<file path="src/include/csr_config.svh">
`ifndef CSR_CONFIG_SVH
`define CSR_CONFIG_SVH

// Register and data path width
`define CSR_XLEN 32

// Privilege after reset, machine mode in the priv_e encoding
`define CSR_RESET_PRIV 2'b11

`endif

</file>
<file path="src/hw/csr_pkg.sv">
`include "csr_config.svh"

package csr_pkg;

  // Reserved encoding 2'b10 is never stored
  typedef enum logic [1:0] {
    PRIV_U = 2'b00,
    PRIV_S = 2'b01,
    PRIV_M = 2'b11
  } priv_e;

  typedef enum logic [11:0] {
    CSR_SSTATUS = 12'h100,
    CSR_SIE     = 12'h104,
    CSR_SEPC    = 12'h141,
    CSR_SCAUSE  = 12'h142,
    CSR_SIP     = 12'h144,
    CSR_MSTATUS = 12'h300,
    CSR_MIE     = 12'h304,
    CSR_MEPC    = 12'h341,
    CSR_MCAUSE  = 12'h342,
    CSR_MIP     = 12'h344
  } csr_addr_e;

  // mstatus field positions
  localparam int MSTATUS_SIE    = 1;
  localparam int MSTATUS_MIE    = 3;
  localparam int MSTATUS_SPIE   = 5;
  localparam int MSTATUS_MPIE   = 7;
  localparam int MSTATUS_SPP    = 8;
  localparam int MSTATUS_MPP_LO = 11;
  localparam int MSTATUS_MPP_HI = 12;
  localparam int MSTATUS_MPRV   = 17;

  // Interrupt bit in mip/mie, also the interrupt cause code
  localparam int IRQ_SSI = 1;
  localparam int IRQ_MSI = 3;
  localparam int IRQ_STI = 5;
  localparam int IRQ_MTI = 7;
  localparam int IRQ_SEI = 9;
  localparam int IRQ_MEI = 11;

  // Exception codes
  localparam int EXC_ILLEGAL = 2;
  localparam int EXC_ECALL_U = 8;
  localparam int EXC_ECALL_S = 9;
  localparam int EXC_ECALL_M = 11;

  typedef struct packed {
    logic                 en;
    csr_addr_e            addr;
    logic [`CSR_XLEN-1:0] data;
  } csr_write_t;

  typedef struct packed {
    logic       take;
    logic       interrupt;
    logic [4:0] cause;
    logic       mret;
    logic       sret;
  } trap_event_t;

  typedef struct packed {
    logic       valid;
    logic [4:0] code;
  } irq_request_t;

endpackage

</file>
<file path="src/hw/trap_control.sv">
`timescale 1ns/1ps
`include "csr_config.svh"

module trap_control (
  input  logic                 clock,
  input  logic                 reset,
  input  csr_pkg::irq_request_t irq,
  input  logic                 illegal_instruction,
  input  logic                 ecall,
  input  logic                 mret,
  input  logic                 sret,
  input  csr_pkg::priv_e       mpp,
  input  logic                 spp,
  output csr_pkg::trap_event_t event_out,
  output csr_pkg::priv_e       priv
);

  import csr_pkg::*;

  // Interrupts first, then illegal instruction, then ecall
  always_comb begin
    event_out = '0;
    if (irq.valid) begin
      event_out.take      = 1'b1;
      event_out.interrupt = 1'b1;
      event_out.cause     = irq.code;
    end else if (illegal_instruction) begin
      event_out.take  = 1'b1;
      event_out.cause = 5'(EXC_ILLEGAL);
    end else if (ecall) begin
      event_out.take  = 1'b1;
      // U, S and M map onto codes 8, 9 and 11
      event_out.cause = 5'(EXC_ECALL_U) + 5'(priv);
    end else begin
      // Returns only when no trap, mret wins over sret
      event_out.mret = mret;
      event_out.sret = sret && !mret;
    end
  end

  // Privilege mode, every trap lands in machine mode
  always_ff @(posedge clock or posedge reset) begin
    if (reset) begin
      priv <= priv_e'(`CSR_RESET_PRIV);
    end else if (event_out.take) begin
      priv <= PRIV_M;
    end else if (event_out.mret) begin
      priv <= mpp;
    end else if (event_out.sret) begin
      priv <= spp ? PRIV_S : PRIV_U;
    end
  end

endmodule

</file>
<file path="src/hw/status_regs.sv">
`timescale 1ns/1ps
`include "csr_config.svh"

module status_regs (
  input  logic                  clock,
  input  logic                  reset,
  input  csr_pkg::csr_write_t   wr,
  input  csr_pkg::trap_event_t  event_in,
  input  csr_pkg::priv_e        priv,
  output logic [`CSR_XLEN-1:0]  mstatus,
  output logic [`CSR_XLEN-1:0]  sstatus,
  output csr_pkg::priv_e        mpp,
  output logic                  spp,
  output logic                  mie_bit,
  output logic                  sie_bit
);

  import csr_pkg::*;

  logic mpie;
  logic spie;
  logic mprv;
  logic wr_ok;
  logic [1:0] wr_mpp;

  assign wr_ok  = wr.en && !event_in.take;
  assign wr_mpp = wr.data[MSTATUS_MPP_HI:MSTATUS_MPP_LO];

  // M fields and MPRV
  always_ff @(posedge clock or posedge reset) begin
    if (reset) begin
      mie_bit <= 1'b0;
      mpie    <= 1'b0;
      mpp     <= PRIV_U;
      mprv    <= 1'b0;
    end else if (event_in.take) begin
      mpie    <= mie_bit;
      mie_bit <= 1'b0;
      mpp     <= priv;
    end else if (event_in.mret) begin
      mie_bit <= mpie;
      mpie    <= 1'b1;
      mpp     <= PRIV_U;
      if (mpp != PRIV_M) mprv <= 1'b0;
    end else if (event_in.sret) begin
      mprv <= 1'b0;
    end else if (wr_ok && wr.addr == CSR_MSTATUS) begin
      mie_bit <= wr.data[MSTATUS_MIE];
      mpie    <= wr.data[MSTATUS_MPIE];
      mprv    <= wr.data[MSTATUS_MPRV];
      // Reserved MPP encoding keeps the old value
      if (wr_mpp != 2'b10) mpp <= priv_e'(wr_mpp);
    end
  end

  // S fields, untouched by traps
  always_ff @(posedge clock or posedge reset) begin
    if (reset) begin
      sie_bit <= 1'b0;
      spie    <= 1'b0;
      spp     <= 1'b0;
    end else if (event_in.sret) begin
      sie_bit <= spie;
      spie    <= 1'b1;
      spp     <= 1'b0;
    end else if (wr_ok && !event_in.mret &&
                 (wr.addr == CSR_MSTATUS || wr.addr == CSR_SSTATUS)) begin
      sie_bit <= wr.data[MSTATUS_SIE];
      spie    <= wr.data[MSTATUS_SPIE];
      spp     <= wr.data[MSTATUS_SPP];
    end
  end

  always_comb begin
    mstatus = '0;
    mstatus[MSTATUS_SIE]  = sie_bit;
    mstatus[MSTATUS_MIE]  = mie_bit;
    mstatus[MSTATUS_SPIE] = spie;
    mstatus[MSTATUS_MPIE] = mpie;
    mstatus[MSTATUS_SPP]  = spp;
    mstatus[MSTATUS_MPP_HI:MSTATUS_MPP_LO] = mpp;
    mstatus[MSTATUS_MPRV] = mprv;
    // S view hides the M-only fields
    sstatus = mstatus;
    sstatus[MSTATUS_MIE]  = 1'b0;
    sstatus[MSTATUS_MPIE] = 1'b0;
    sstatus[MSTATUS_MPP_HI:MSTATUS_MPP_LO] = 2'b00;
    sstatus[MSTATUS_MPRV] = 1'b0;
  end

endmodule

</file>
<file path="src/hw/interrupt_unit.sv">
`timescale 1ns/1ps
`include "csr_config.svh"

module interrupt_unit (
  input  logic                  clock,
  input  logic                  reset,
  input  csr_pkg::csr_write_t   wr,
  input  csr_pkg::trap_event_t  event_in,
  input  csr_pkg::priv_e        priv,
  input  logic                  mie_bit,
  input  logic                  sie_bit,
  input  logic                  external_interrupt,
  input  logic                  mem_msip,
  input  logic                  mem_ssip,
  input  logic [63:0]           mem_mtime,
  input  logic [63:0]           mem_mtimecmp,
  output logic [`CSR_XLEN-1:0]  mip,
  output logic [`CSR_XLEN-1:0]  sip,
  output logic [`CSR_XLEN-1:0]  mie,
  output logic [`CSR_XLEN-1:0]  sie,
  output csr_pkg::irq_request_t irq
);

  import csr_pkg::*;

  localparam logic [`CSR_XLEN-1:0] M_IRQ_MASK = (1 << IRQ_MSI) | (1 << IRQ_MTI) | (1 << IRQ_MEI);
  localparam logic [`CSR_XLEN-1:0] S_IRQ_MASK = (1 << IRQ_SSI) | (1 << IRQ_STI) | (1 << IRQ_SEI);
  // Highest priority first
  localparam int IRQ_ORDER [6] = '{IRQ_MEI, IRQ_MTI, IRQ_MSI, IRQ_SEI, IRQ_STI, IRQ_SSI};

  logic stip;
  logic seip;
  logic wr_ok;
  logic pending_write;
  logic m_enable;
  logic s_enable;
  logic [`CSR_XLEN-1:0] active;

  assign wr_ok = wr.en && !event_in.take;
  // STIP and SEIP are writable from machine mode only
  assign pending_write = wr_ok && priv == PRIV_M &&
                         (wr.addr == CSR_MIP || wr.addr == CSR_SIP);

  always_ff @(posedge clock or posedge reset) begin
    if (reset) begin
      mie  <= '0;
      stip <= 1'b0;
      seip <= 1'b0;
    end else begin
      if (wr_ok && wr.addr == CSR_MIE) begin
        mie <= wr.data & (M_IRQ_MASK | S_IRQ_MASK);
      end else if (wr_ok && wr.addr == CSR_SIE) begin
        mie <= (mie & M_IRQ_MASK) | (wr.data & S_IRQ_MASK);
      end
      if (pending_write) begin
        stip <= wr.data[IRQ_STI];
        seip <= wr.data[IRQ_SEI];
      end
    end
  end

  always_comb begin
    mip = '0;
    mip[IRQ_SSI] = mem_ssip;
    mip[IRQ_MSI] = mem_msip;
    mip[IRQ_STI] = stip;
    mip[IRQ_MTI] = mem_mtime >= mem_mtimecmp;
    mip[IRQ_SEI] = seip;
    mip[IRQ_MEI] = external_interrupt;
  end

  assign sip = mip & S_IRQ_MASK;
  assign sie = mie & S_IRQ_MASK;

  // Global enables per level
  assign m_enable = (priv != PRIV_M) || mie_bit;
  assign s_enable = (priv == PRIV_U) || sie_bit;

  always_comb begin
    active = mip & mie & ((m_enable ? M_IRQ_MASK : '0) | (s_enable ? S_IRQ_MASK : '0));
    irq = '0;
    // Walk from lowest priority so the highest one wins
    for (int i = 5; i >= 0; i--) begin
      if (active[IRQ_ORDER[i]]) begin
        irq.valid = 1'b1;
        irq.code  = 5'(IRQ_ORDER[i]);
      end
    end
  end

endmodule

</file>
<file path="src/hw/epc_cause_regs.sv">
`timescale 1ns/1ps
`include "csr_config.svh"

module epc_cause_regs (
  input  logic                  clock,
  input  logic                  reset,
  input  csr_pkg::csr_write_t   wr,
  input  csr_pkg::trap_event_t  event_in,
  input  logic [`CSR_XLEN-1:0]  pc,
  output logic [`CSR_XLEN-1:0]  mepc,
  output logic [`CSR_XLEN-1:0]  sepc,
  output logic [`CSR_XLEN-1:0]  mcause,
  output logic [`CSR_XLEN-1:0]  scause
);

  import csr_pkg::*;

  logic wr_ok;
  logic cause_legal;
  logic [`CSR_XLEN-1:0] trap_cause;
  logic [`CSR_XLEN-1:0] epc_value;

  // Only the listed interrupt and exception codes are kept
  function automatic logic is_legal_cause(input logic [`CSR_XLEN-1:0] value);
    logic [`CSR_XLEN-2:0] code;
    code = value[`CSR_XLEN-2:0];
    if (value[`CSR_XLEN-1]) begin
      return code == IRQ_SSI || code == IRQ_MSI || code == IRQ_STI ||
             code == IRQ_MTI || code == IRQ_SEI || code == IRQ_MEI;
    end
    return code == EXC_ILLEGAL || code == EXC_ECALL_U ||
           code == EXC_ECALL_S || code == EXC_ECALL_M;
  endfunction

  assign wr_ok       = wr.en && !event_in.take;
  assign cause_legal = is_legal_cause(wr.data);
  // Instruction addresses are word aligned
  assign epc_value   = {wr.data[`CSR_XLEN-1:2], 2'b00};

  always_comb begin
    trap_cause = '0;
    trap_cause[`CSR_XLEN-1] = event_in.interrupt;
    trap_cause[4:0] = event_in.cause;
  end

  always_ff @(posedge clock or posedge reset) begin
    if (reset) begin
      mepc   <= '0;
      sepc   <= '0;
      mcause <= '0;
      scause <= '0;
    end else if (event_in.take) begin
      mepc   <= pc;
      mcause <= trap_cause;
    end else if (wr_ok) begin
      if (wr.addr == CSR_MEPC) mepc <= epc_value;
      if (wr.addr == CSR_SEPC) sepc <= epc_value;
      if (wr.addr == CSR_MCAUSE && cause_legal) mcause <= wr.data;
      if (wr.addr == CSR_SCAUSE && cause_legal) scause <= wr.data;
    end
  end

endmodule

</file>
<file path="src/hw/csr_unit.sv">
`timescale 1ns/1ps
`include "csr_config.svh"

module csr_unit (
  input  logic                 clock,
  input  logic                 reset,
  input  logic                 wr_en,
  input  logic [11:0]          addr,
  input  logic [`CSR_XLEN-1:0] wr_data,
  input  logic [`CSR_XLEN-1:0] pc,
  input  logic                 external_interrupt,
  input  logic                 mem_msip,
  input  logic                 mem_ssip,
  input  logic [63:0]          mem_mtime,
  input  logic [63:0]          mem_mtimecmp,
  input  logic                 illegal_instruction,
  input  logic                 ecall,
  input  logic                 mret,
  input  logic                 sret,
  output logic [`CSR_XLEN-1:0] rd_data,
  output logic [`CSR_XLEN-1:0] mepc,
  output logic [`CSR_XLEN-1:0] sepc,
  output logic                 trap,
  output csr_pkg::priv_e       privilege_mode
);

  import csr_pkg::*;

  csr_write_t           wr;
  trap_event_t          trap_event;
  irq_request_t         irq;
  priv_e                mpp;
  logic                 spp;
  logic                 mie_bit;
  logic                 sie_bit;
  logic [`CSR_XLEN-1:0] mstatus;
  logic [`CSR_XLEN-1:0] sstatus;
  logic [`CSR_XLEN-1:0] mip;
  logic [`CSR_XLEN-1:0] sip;
  logic [`CSR_XLEN-1:0] mie;
  logic [`CSR_XLEN-1:0] sie;
  logic [`CSR_XLEN-1:0] mcause;
  logic [`CSR_XLEN-1:0] scause;

  assign wr = '{en: wr_en, addr: csr_addr_e'(addr), data: wr_data};
  assign trap = trap_event.take;

  trap_control trap_control_inst (
    .clock(clock), .reset(reset), .irq(irq),
    .illegal_instruction(illegal_instruction), .ecall(ecall), .mret(mret), .sret(sret),
    .mpp(mpp), .spp(spp), .event_out(trap_event), .priv(privilege_mode)
  );

  status_regs status_regs_inst (
    .clock(clock), .reset(reset), .wr(wr), .event_in(trap_event), .priv(privilege_mode),
    .mstatus(mstatus), .sstatus(sstatus), .mpp(mpp), .spp(spp),
    .mie_bit(mie_bit), .sie_bit(sie_bit)
  );

  interrupt_unit interrupt_unit_inst (
    .clock(clock), .reset(reset), .wr(wr), .event_in(trap_event), .priv(privilege_mode),
    .mie_bit(mie_bit), .sie_bit(sie_bit), .external_interrupt(external_interrupt),
    .mem_msip(mem_msip), .mem_ssip(mem_ssip),
    .mem_mtime(mem_mtime), .mem_mtimecmp(mem_mtimecmp),
    .mip(mip), .sip(sip), .mie(mie), .sie(sie), .irq(irq)
  );

  epc_cause_regs epc_cause_regs_inst (
    .clock(clock), .reset(reset), .wr(wr), .event_in(trap_event), .pc(pc),
    .mepc(mepc), .sepc(sepc), .mcause(mcause), .scause(scause)
  );

  // Combinational read, unimplemented addresses give zero
  always_comb begin
    case (wr.addr)
      CSR_SSTATUS: rd_data = sstatus;
      CSR_SIE:     rd_data = sie;
      CSR_SEPC:    rd_data = sepc;
      CSR_SCAUSE:  rd_data = scause;
      CSR_SIP:     rd_data = sip;
      CSR_MSTATUS: rd_data = mstatus;
      CSR_MIE:     rd_data = mie;
      CSR_MEPC:    rd_data = mepc;
      CSR_MCAUSE:  rd_data = mcause;
      CSR_MIP:     rd_data = mip;
      default:     rd_data = '0;
    endcase
  end

endmodule

</file>
<file path="config.mk">
export PLATFORM = sky130hd
export DESIGN_NAME = csr_unit
export DESIGN_NICKNAME = d
export VERILOG_FILES = /design/src/hw/csr_pkg.sv /design/src/hw/trap_control.sv /design/src/hw/status_regs.sv /design/src/hw/interrupt_unit.sv /design/src/hw/epc_cause_regs.sv /design/src/hw/csr_unit.sv
export VERILOG_INCLUDE_DIRS = /design/src /design/src/include
export SDC_FILE = /design/constraint.sdc
export NUM_CORES = 1
export LEC_CHECK = 0
export ABC_AREA = 0
export BUFFER_PORTS_ARGS = -buffer_cell sky130_fd_sc_hd__buf_2
export CORE_MARGIN = 2
export CORE_UTILIZATION = 51
export CTS_CLUSTER_SIZE = 8
export DETAILED_ROUTE_END_ITERATION = 8
export PLACE_DENSITY = 0.82
export SYNTH_ARGS = -nofsm -noshare
export SYNTH_HDL_FRONTEND = slang
export SYNTH_SLANG_ARGS = --single-unit
</file>
<file path="constraint.sdc">
create_clock -name clock -period 5.78 [get_ports clock]
set_clock_uncertainty 0.05 [all_clocks]
set_input_delay 0.289 -clock clock [delete_from_list [all_inputs] [get_ports clock]]
set_output_delay 0.289 -clock clock [all_outputs]
set_load 0.02 [all_outputs]
</file>
# After elaboration in Yosys (flattened, before gate mapping)
# Index checks and enable logic that the tools add are counted.
# totals
ff_bits	170
in_bits	214
output_inout_bits	99
word_cells	146
# classes
add_sub_neg	1
magnitude_cmp	1
n_eq_ne	24
muxes	57
bitwise	5
reduce_logical	43
# op_table
operator	count
$pmux 32 s10	1
$mux 32	8
$eq 31x4->1 const B	3
$ge 64x64->1	1
$eq 31x2->1 const B	2
$eq 31x3->1 const B	2
$eq 12x10->1 const B	5
$eq 12x9->1 const B	5
$mux 6	6
$eq 31x1->1 const B	1
$mux 1	26
$and 12x12->12	2
$mux 2	11
$mux 5	3
$logic_or 1x1->1	12
$mux 12	1
$or 12x10->12	1
$or 12x12->12	1
$reduce_and 3->1	4
$reduce_bool 3->1	4
$logic_and 1x1->1	11
$mux 10	1
$reduce_bool 2->1	5
$ne 2x2->1 const B	4
other kinds (7)	11

# Longest topological paths before layout
# logic_depth
ltp_word	19
mapped_depth	13
depth_no_buf	10

# Modules after synthesis
# Synthesis repeated with hierarchy kept, for this count alone.
# unflattened
cells_unflattened	1281
area_unflattened_um2	11787.6
# modules_own_cells
mod	instances	cells_per_inst	area_per_inst_um2	seq_area_each_um2
epc_cause_regs	1	392	5001.0	3153.0
interrupt_unit	1	402	3051.7	200.2
csr_unit	1	345	2501.1	0.0
status_regs	1	117	1036.0	200.2
trap_control	1	25	197.7	52.6

# Least setup slack after synthesis
# OpenSTA, ideal clock, no wires.
# synth_timing
path_kind	input-to-reg
startpoint	input port mem_mtime[0]
endpoint	register epc_cause_regs_inst.sepc[10]
setup_time_ps	125
arrival_time_ps	2708
required_ps	5605
setup_slack_ps	2897
path_stages	11
path_buffers	1
path_cell_list	inv_1 > ha_1 > nand2b_1 > a2111oi_2 > a2111oi_0 > nor4_1 > a2bb2oi_1 > a21boi_1 > or4b_4 > buf_6 > mux2_4
# synth_via
elab_chain_cells	9
# synth_lines
element	line	text
start, declared	csr_unit.sv:14	input logic [63:0] mem_mtime,
$ge 64x64->1 (*)	interrupt_unit.sv:67	mip[IRQ_MTI] = mem_mtime >= mem_mtimecmp;
$and 12x12->12 (*) (2 in series)	interrupt_unit.sv:80	active = mip & mie & ((m_enable ? M_IRQ_MASK : '0) | (s_enable ? S_IRQ_MASK : '0));
$mux 6 (*) (2 in series)	interrupt_unit.sv:84	if (active[IRQ_ORDER[i]]) begin
$mux 1 (*)	trap_control.sv:23	if (irq.valid) begin
$logic_not 1->1	epc_cause_regs.sv:35	assign wr_ok = wr.en && !event_in.take;
$logic_and 1x1->1	epc_cause_regs.sv:35	
$reduce_and 3->1 (no source line) (*)	-	
end signal, assigned	epc_cause_regs.sv:57	if (wr.addr == CSR_SEPC) sepc <= epc_value;
end, declared	epc_cause_regs.sv:11	output logic [`CSR_XLEN-1:0] sepc,
# Every way passes the cells marked *; elsewhere a longest branch is shown, timed or not.
# A chain may end at the register's enable or synchronous reset.

# Final worst setup path
# layout_timing
startpoint	register trap_control_inst.priv[0]
endpoint	register epc_cause_regs_inst.scause[31]
# layout_via
elab_chain_cells	15
# layout_lines
element	line	text
start, declared	trap_control.sv:15	output csr_pkg::priv_e priv
start signal, assigned	trap_control.sv:44	priv <= priv_e'(`CSR_RESET_PRIV);
start signal, assigned	trap_control.sv:48	priv <= mpp;
start signal, assigned	trap_control.sv:50	priv <= spp ? PRIV_S : PRIV_U;
$logic_not 2->1	interrupt_unit.sv:77	assign s_enable = (priv == PRIV_U) || sie_bit;
$logic_or 1x1->1	interrupt_unit.sv:77	
$mux 10	interrupt_unit.sv:80	
$or 12x12->12 (*)	interrupt_unit.sv:80	
$and 12x12->12 (*)	interrupt_unit.sv:80	
$mux 6 (5 in series)	interrupt_unit.sv:84	
$mux 6 (*)	interrupt_unit.sv:84	
$mux 1 (*)	trap_control.sv:23	
$logic_not 1->1	epc_cause_regs.sv:35	
$logic_and 1x1->1	epc_cause_regs.sv:35	
$reduce_and 3->1 (no source line) (*)	-	
end signal, assigned	epc_cause_regs.sv:59	if (wr.addr == CSR_SCAUSE && cause_legal) scause <= wr.data;
end, declared	epc_cause_regs.sv:13	output logic [`CSR_XLEN-1:0] scause
# Marks and branches as above.

==> out/summary.md <==
The post-CTS setup-driven buffer insertion count was 0; the longest individual stage delay on the worst path was 720 ps. The multi-input combinational cells in the finished layout cover a total of 4550 um2. The proportion of netlist area held by the largest area contributor works out to 41.2%. Summed over all instances, the cell type with the most area after synthesis is sky130_fd_sc_hd__dfrtp_1. The clock edge transition at the registers on the reported setup and hold paths is 60 ps, and the number of global-route vias before repair is 7916.

The initial utilization of the core area, before any placement, comes to 52.0%. After detailed routing, the number of remaining DRC violations is 0. The first global-routing pass estimated 40.1 mm of wire.

The run finished, with violations left. Critical path's slowest cell: sky130_fd_sc_hd__nor2_4. Setup repair after global routing left no endpoint under its margin. TritonCTS built the clock tree. Number of buffer and inverter instances along the worst setup path: 1.

The synthesis-to-finish area growth was 26.7%; the routed length per placed instance was 18.6 um. After routing the design area is 10900 um2. The final weighted congestion in routability-driven placement is 0.857, and the flip-flop and latch count after synthesis is 144.

Critical path start-end classification: reg2reg. The most common cell in the synthesized netlist was sky130_fd_sc_hd__dfrtp_1. The first-pass iteration count of the detailed router came out at 5. Input and output buffers added on the ports amount to 310. Registers take 3610 um2. In the finished design, the share of the clock period the worst path needs comes to 65.7%. The signal on the critical path passes through nand3b_1 -> o2bb2ai_1 -> nor4_1 -> o21ai_0 -> nor3_1 -> a21boi_4 -> buf_4 -> nor2_4 -> mux2_2. TritonCTS created 17 clock buffers.

Setup violations remaining at the end of the flow were counted as 0. The checks that failed: hold timing. The count of H-tree levels built during CTS came out at 4. The kind of path behind the tightest hold check is in2async. The fill cell instance count of the final layout is 1294, and the count of warnings emitted by yosys is 0.

After the last flow step, the layout net total stands at 1413. After clock tree synthesis, the repair step resized 0 gates. After synthesis, flip-flops and latches occupy 41.8% of the total area. Yosys mapped a number of flops with a built-in enable equal to 0. The tools report the number of cells after detailed placement as 1336. The logs give 0 for the aggregate global routing overflow and 3 for the number of failing hold endpoints at the final stage. The placed wire-length estimate after detailed placement came out at 18.5 mm.

For the worst-skew pair, the clock arrives at the later sink with an insertion delay of 420 ps. Number of ports placed on the die boundary: 313. Ranked by instance count, the synthesized netlist is headed by sky130_fd_sc_hd__dfrtp_1 (142), sky130_fd_sc_hd__mux2i_1 (86), sky130_fd_sc_hd__inv_1 (77). Ranked by total cell area, the synthesized netlist is headed by sky130_fd_sc_hd__dfrtp_1 (41%), sky130_fd_sc_hd__mux2i_1 (10%), sky130_fd_sc_hd__ha_1 (9.3%). Synthesis instantiated 65 different standard cells from the library.

For this run, the leading register cell type out of synthesis is sky130_fd_sc_hd__dfrtp_1. The gate count after technology mapping was 839. The total core area came out at 16600 um2. In this run the static leakage power is 5.91 nW. The tools report the netlist area before placement as 8630 um2.

Sort of element at the start of the critical path: a flop. The die covers 18000 um2. The worst pin sits at a relative slew slack of 23.7%. For the total wire length after detailed routing, the log shows 25.4 mm. The required time reported for the critical path endpoint was 6030 ps; the share of post-route cells with drive strength above 1 was 35.5%. For this block, the initial DRC count from the detailed router was 554. Clock tree synthesis found a total of 144 sinks.

The measured slew at the worst slew-check pin came out at 1140 ps. For the data arrival time of the critical path, the log shows 4040 ps. The hold buffer count at CTS is 0. For the largest net degree at the start of global routing, the log shows 98. The post-synthesis async set-or-reset flop share is 100%, and the total placed instance area is 10300 um2. The logs give 0 for the remaining antenna violation count after routing and 0 for the number of slew-limit violations in the final report.

The floorplan step set the die width to 134 um. The routed layout has 7725 vias. The clock tree root buffer cell was sky130_fd_sc_hd__clkbuf_16. After the flow finishes, the layout carries non-filler instances totaling 1369. The final period demand of the worst path is 3800 ps, and the mean instance size in the synthesized netlist is 10.3 um2.

The number of rows in the core area is 47, and the mean number of vias per cell is 5.64. STA classifies the critical path endpoint as a flop. Global routing used 28.5% of the available tracks across all layers.

The maximum clock path buffer count was 2. The worst hold margin was -17.8 ps. The run gives 1 as the initial antenna violation count. The fmax was 263 MHz; the max-capacitance violation count was 0. Dividing total power by cell area gives a power density of 237 nW/um2.

The highest fanout seen on the critical path came out at 91. Cell class contributing the biggest share of worst-path delay: simple AND/OR/NAND/NOR gates. The die outline height was 134 um; the worst vdd rail ir drop was 237 uV.

The tools report the final total negative setup slack as 0 ps.
## cells by family after synthesis
family,Yosys count,share of synthesized area (%)
flops,144,41.8
buf+inv,118,5.76
mux,131,17.2
other cells,1,0.0435
simple gates,213,13.4
compound gates,168,12.6
fa+ha+maj,64,9.28
## layout by cell type, fill, tap and decap left out, types with 4 or more instances in the layout
| master | instances |
|---|---|
| sky130_fd_sc_hd__a211oi_1 | 4 |
| sky130_fd_sc_hd__a21o_1 | 4 |
| sky130_fd_sc_hd__a21oi_1 | 36 |
| sky130_fd_sc_hd__a221oi_1 | 9 |
| sky130_fd_sc_hd__a222oi_1 | 5 |
| sky130_fd_sc_hd__a31oi_1 | 4 |
| sky130_fd_sc_hd__and2_1 | 30 |
| sky130_fd_sc_hd__buf_2 | 309 |
| sky130_fd_sc_hd__buf_4 | 8 |
| sky130_fd_sc_hd__clkbuf_16 | 17 |
| sky130_fd_sc_hd__clkbuf_8 | 4 |
| sky130_fd_sc_hd__dfrtp_1 | 142 |
| sky130_fd_sc_hd__ha_1 | 64 |
| sky130_fd_sc_hd__inv_1 | 76 |
| sky130_fd_sc_hd__mux2_2 | 12 |
| sky130_fd_sc_hd__mux2_4 | 30 |
| sky130_fd_sc_hd__mux2i_1 | 86 |
| sky130_fd_sc_hd__nand2_1 | 63 |
| sky130_fd_sc_hd__nand2b_1 | 4 |
| sky130_fd_sc_hd__nand3_1 | 12 |
| sky130_fd_sc_hd__nand4_1 | 14 |
| sky130_fd_sc_hd__nor2_1 | 19 |
| sky130_fd_sc_hd__nor2b_1 | 29 |
| sky130_fd_sc_hd__nor3_1 | 8 |
| sky130_fd_sc_hd__nor4_1 | 11 |
| sky130_fd_sc_hd__o21ai_0 | 49 |
| sky130_fd_sc_hd__o22ai_1 | 22 |
| sky130_fd_sc_hd__o31ai_1 | 4 |
## worst paths after layout
path,startpoint,endpoint,slack [ps],cells past startpoint
worst max-delay path,trap_control_inst.priv[0]$_DFFE_PP1P_,epc_cause_regs_inst.scause[31]$_DFFE_PP0P_,1980,9
worst min-delay path,reset,epc_cause_regs_inst.mepc[28]$_DFFE_PP0P_,-20,2
worst max register to register,trap_control_inst.priv[0]$_DFFE_PP1P_,epc_cause_regs_inst.scause[31]$_DFFE_PP0P_,1980,9
worst min register to register,epc_cause_regs_inst.mcause[30]$_DFFE_PP0P_,epc_cause_regs_inst.mcause[30]$_DFFE_PP0P_,440,1
max in group asynchronous,reset,epc_cause_regs_inst.mcause[3]$_DFFE_PP0P_,4530,3
min in group clock,pc[16],epc_cause_regs_inst.mepc[16]$_DFFE_PP0P_,30,3
## power breakdown
group | switching (mW) | total [mW] | internal (mW)
clock network | 0.419 | 1.10 | 0.681
logic | 0.240 | 0.410 | 0.170
registers | 0.0345 | 1.08 | 1.05
## per-stage QoR
step | hold WS, ps | utilization, % | setup slack [ps] | power, mW
CTS | 14.7 | 65.9 | 2000 | 2.60
floorplan | 354 | - | 1580 | 1.33
finish | -17.8 | 65.9 | 1980 | 2.59
detailed placement | 422 | 62.3 | 1750 | 1.51
global placement | 413 | 62.3 | 1750 | 1.49
global route | 33.8 | 65.9 | 1720 | 2.69
## flip-flops by register name, indices dropped and copies added, names as in the netlist
register / flops
status_regs_inst.spp: 1
interrupt_unit_inst.mie: 6
status_regs_inst.spie: 1
interrupt_unit_inst.seip: 1
epc_cause_regs_inst.scause: 32
status_regs_inst.mie_bit: 1
epc_cause_regs_inst.mepc: 32
status_regs_inst.mpie: 1
interrupt_unit_inst.stip: 1
status_regs_inst.mprv: 1
status_regs_inst.mpp: 2
epc_cause_regs_inst.sepc: 30
trap_control_inst.priv: 2
epc_cause_regs_inst.mcause: 32
status_regs_inst.sie_bit: 1
## per-layer routing
layer,global-route usage [%],wire (um),vias to the layer above
li1,-,-,3612
met1,35.3,10200,3687
met2,48.6,12500,352
met3,5.67,1860,74
met4,12.3,904,0
met5,0,0,-
## layout make-up
| class | count | share of cell area [%] |
|---|---|---|
| antenna | 1 | 0.0229 |
| clock buffer | 23 | 4.46 |
| tap | 220 | 2.52 |
| timing repair buffer | 317 | 14.7 |
| multi-input combinational | 578 | 41.6 |
| clock inverter | 9 | 0.985 |
| inverter | 77 | 2.69 |
| sequential | 144 | 33.0 |
No activity file was read; power rests on OpenSTA's default activity.
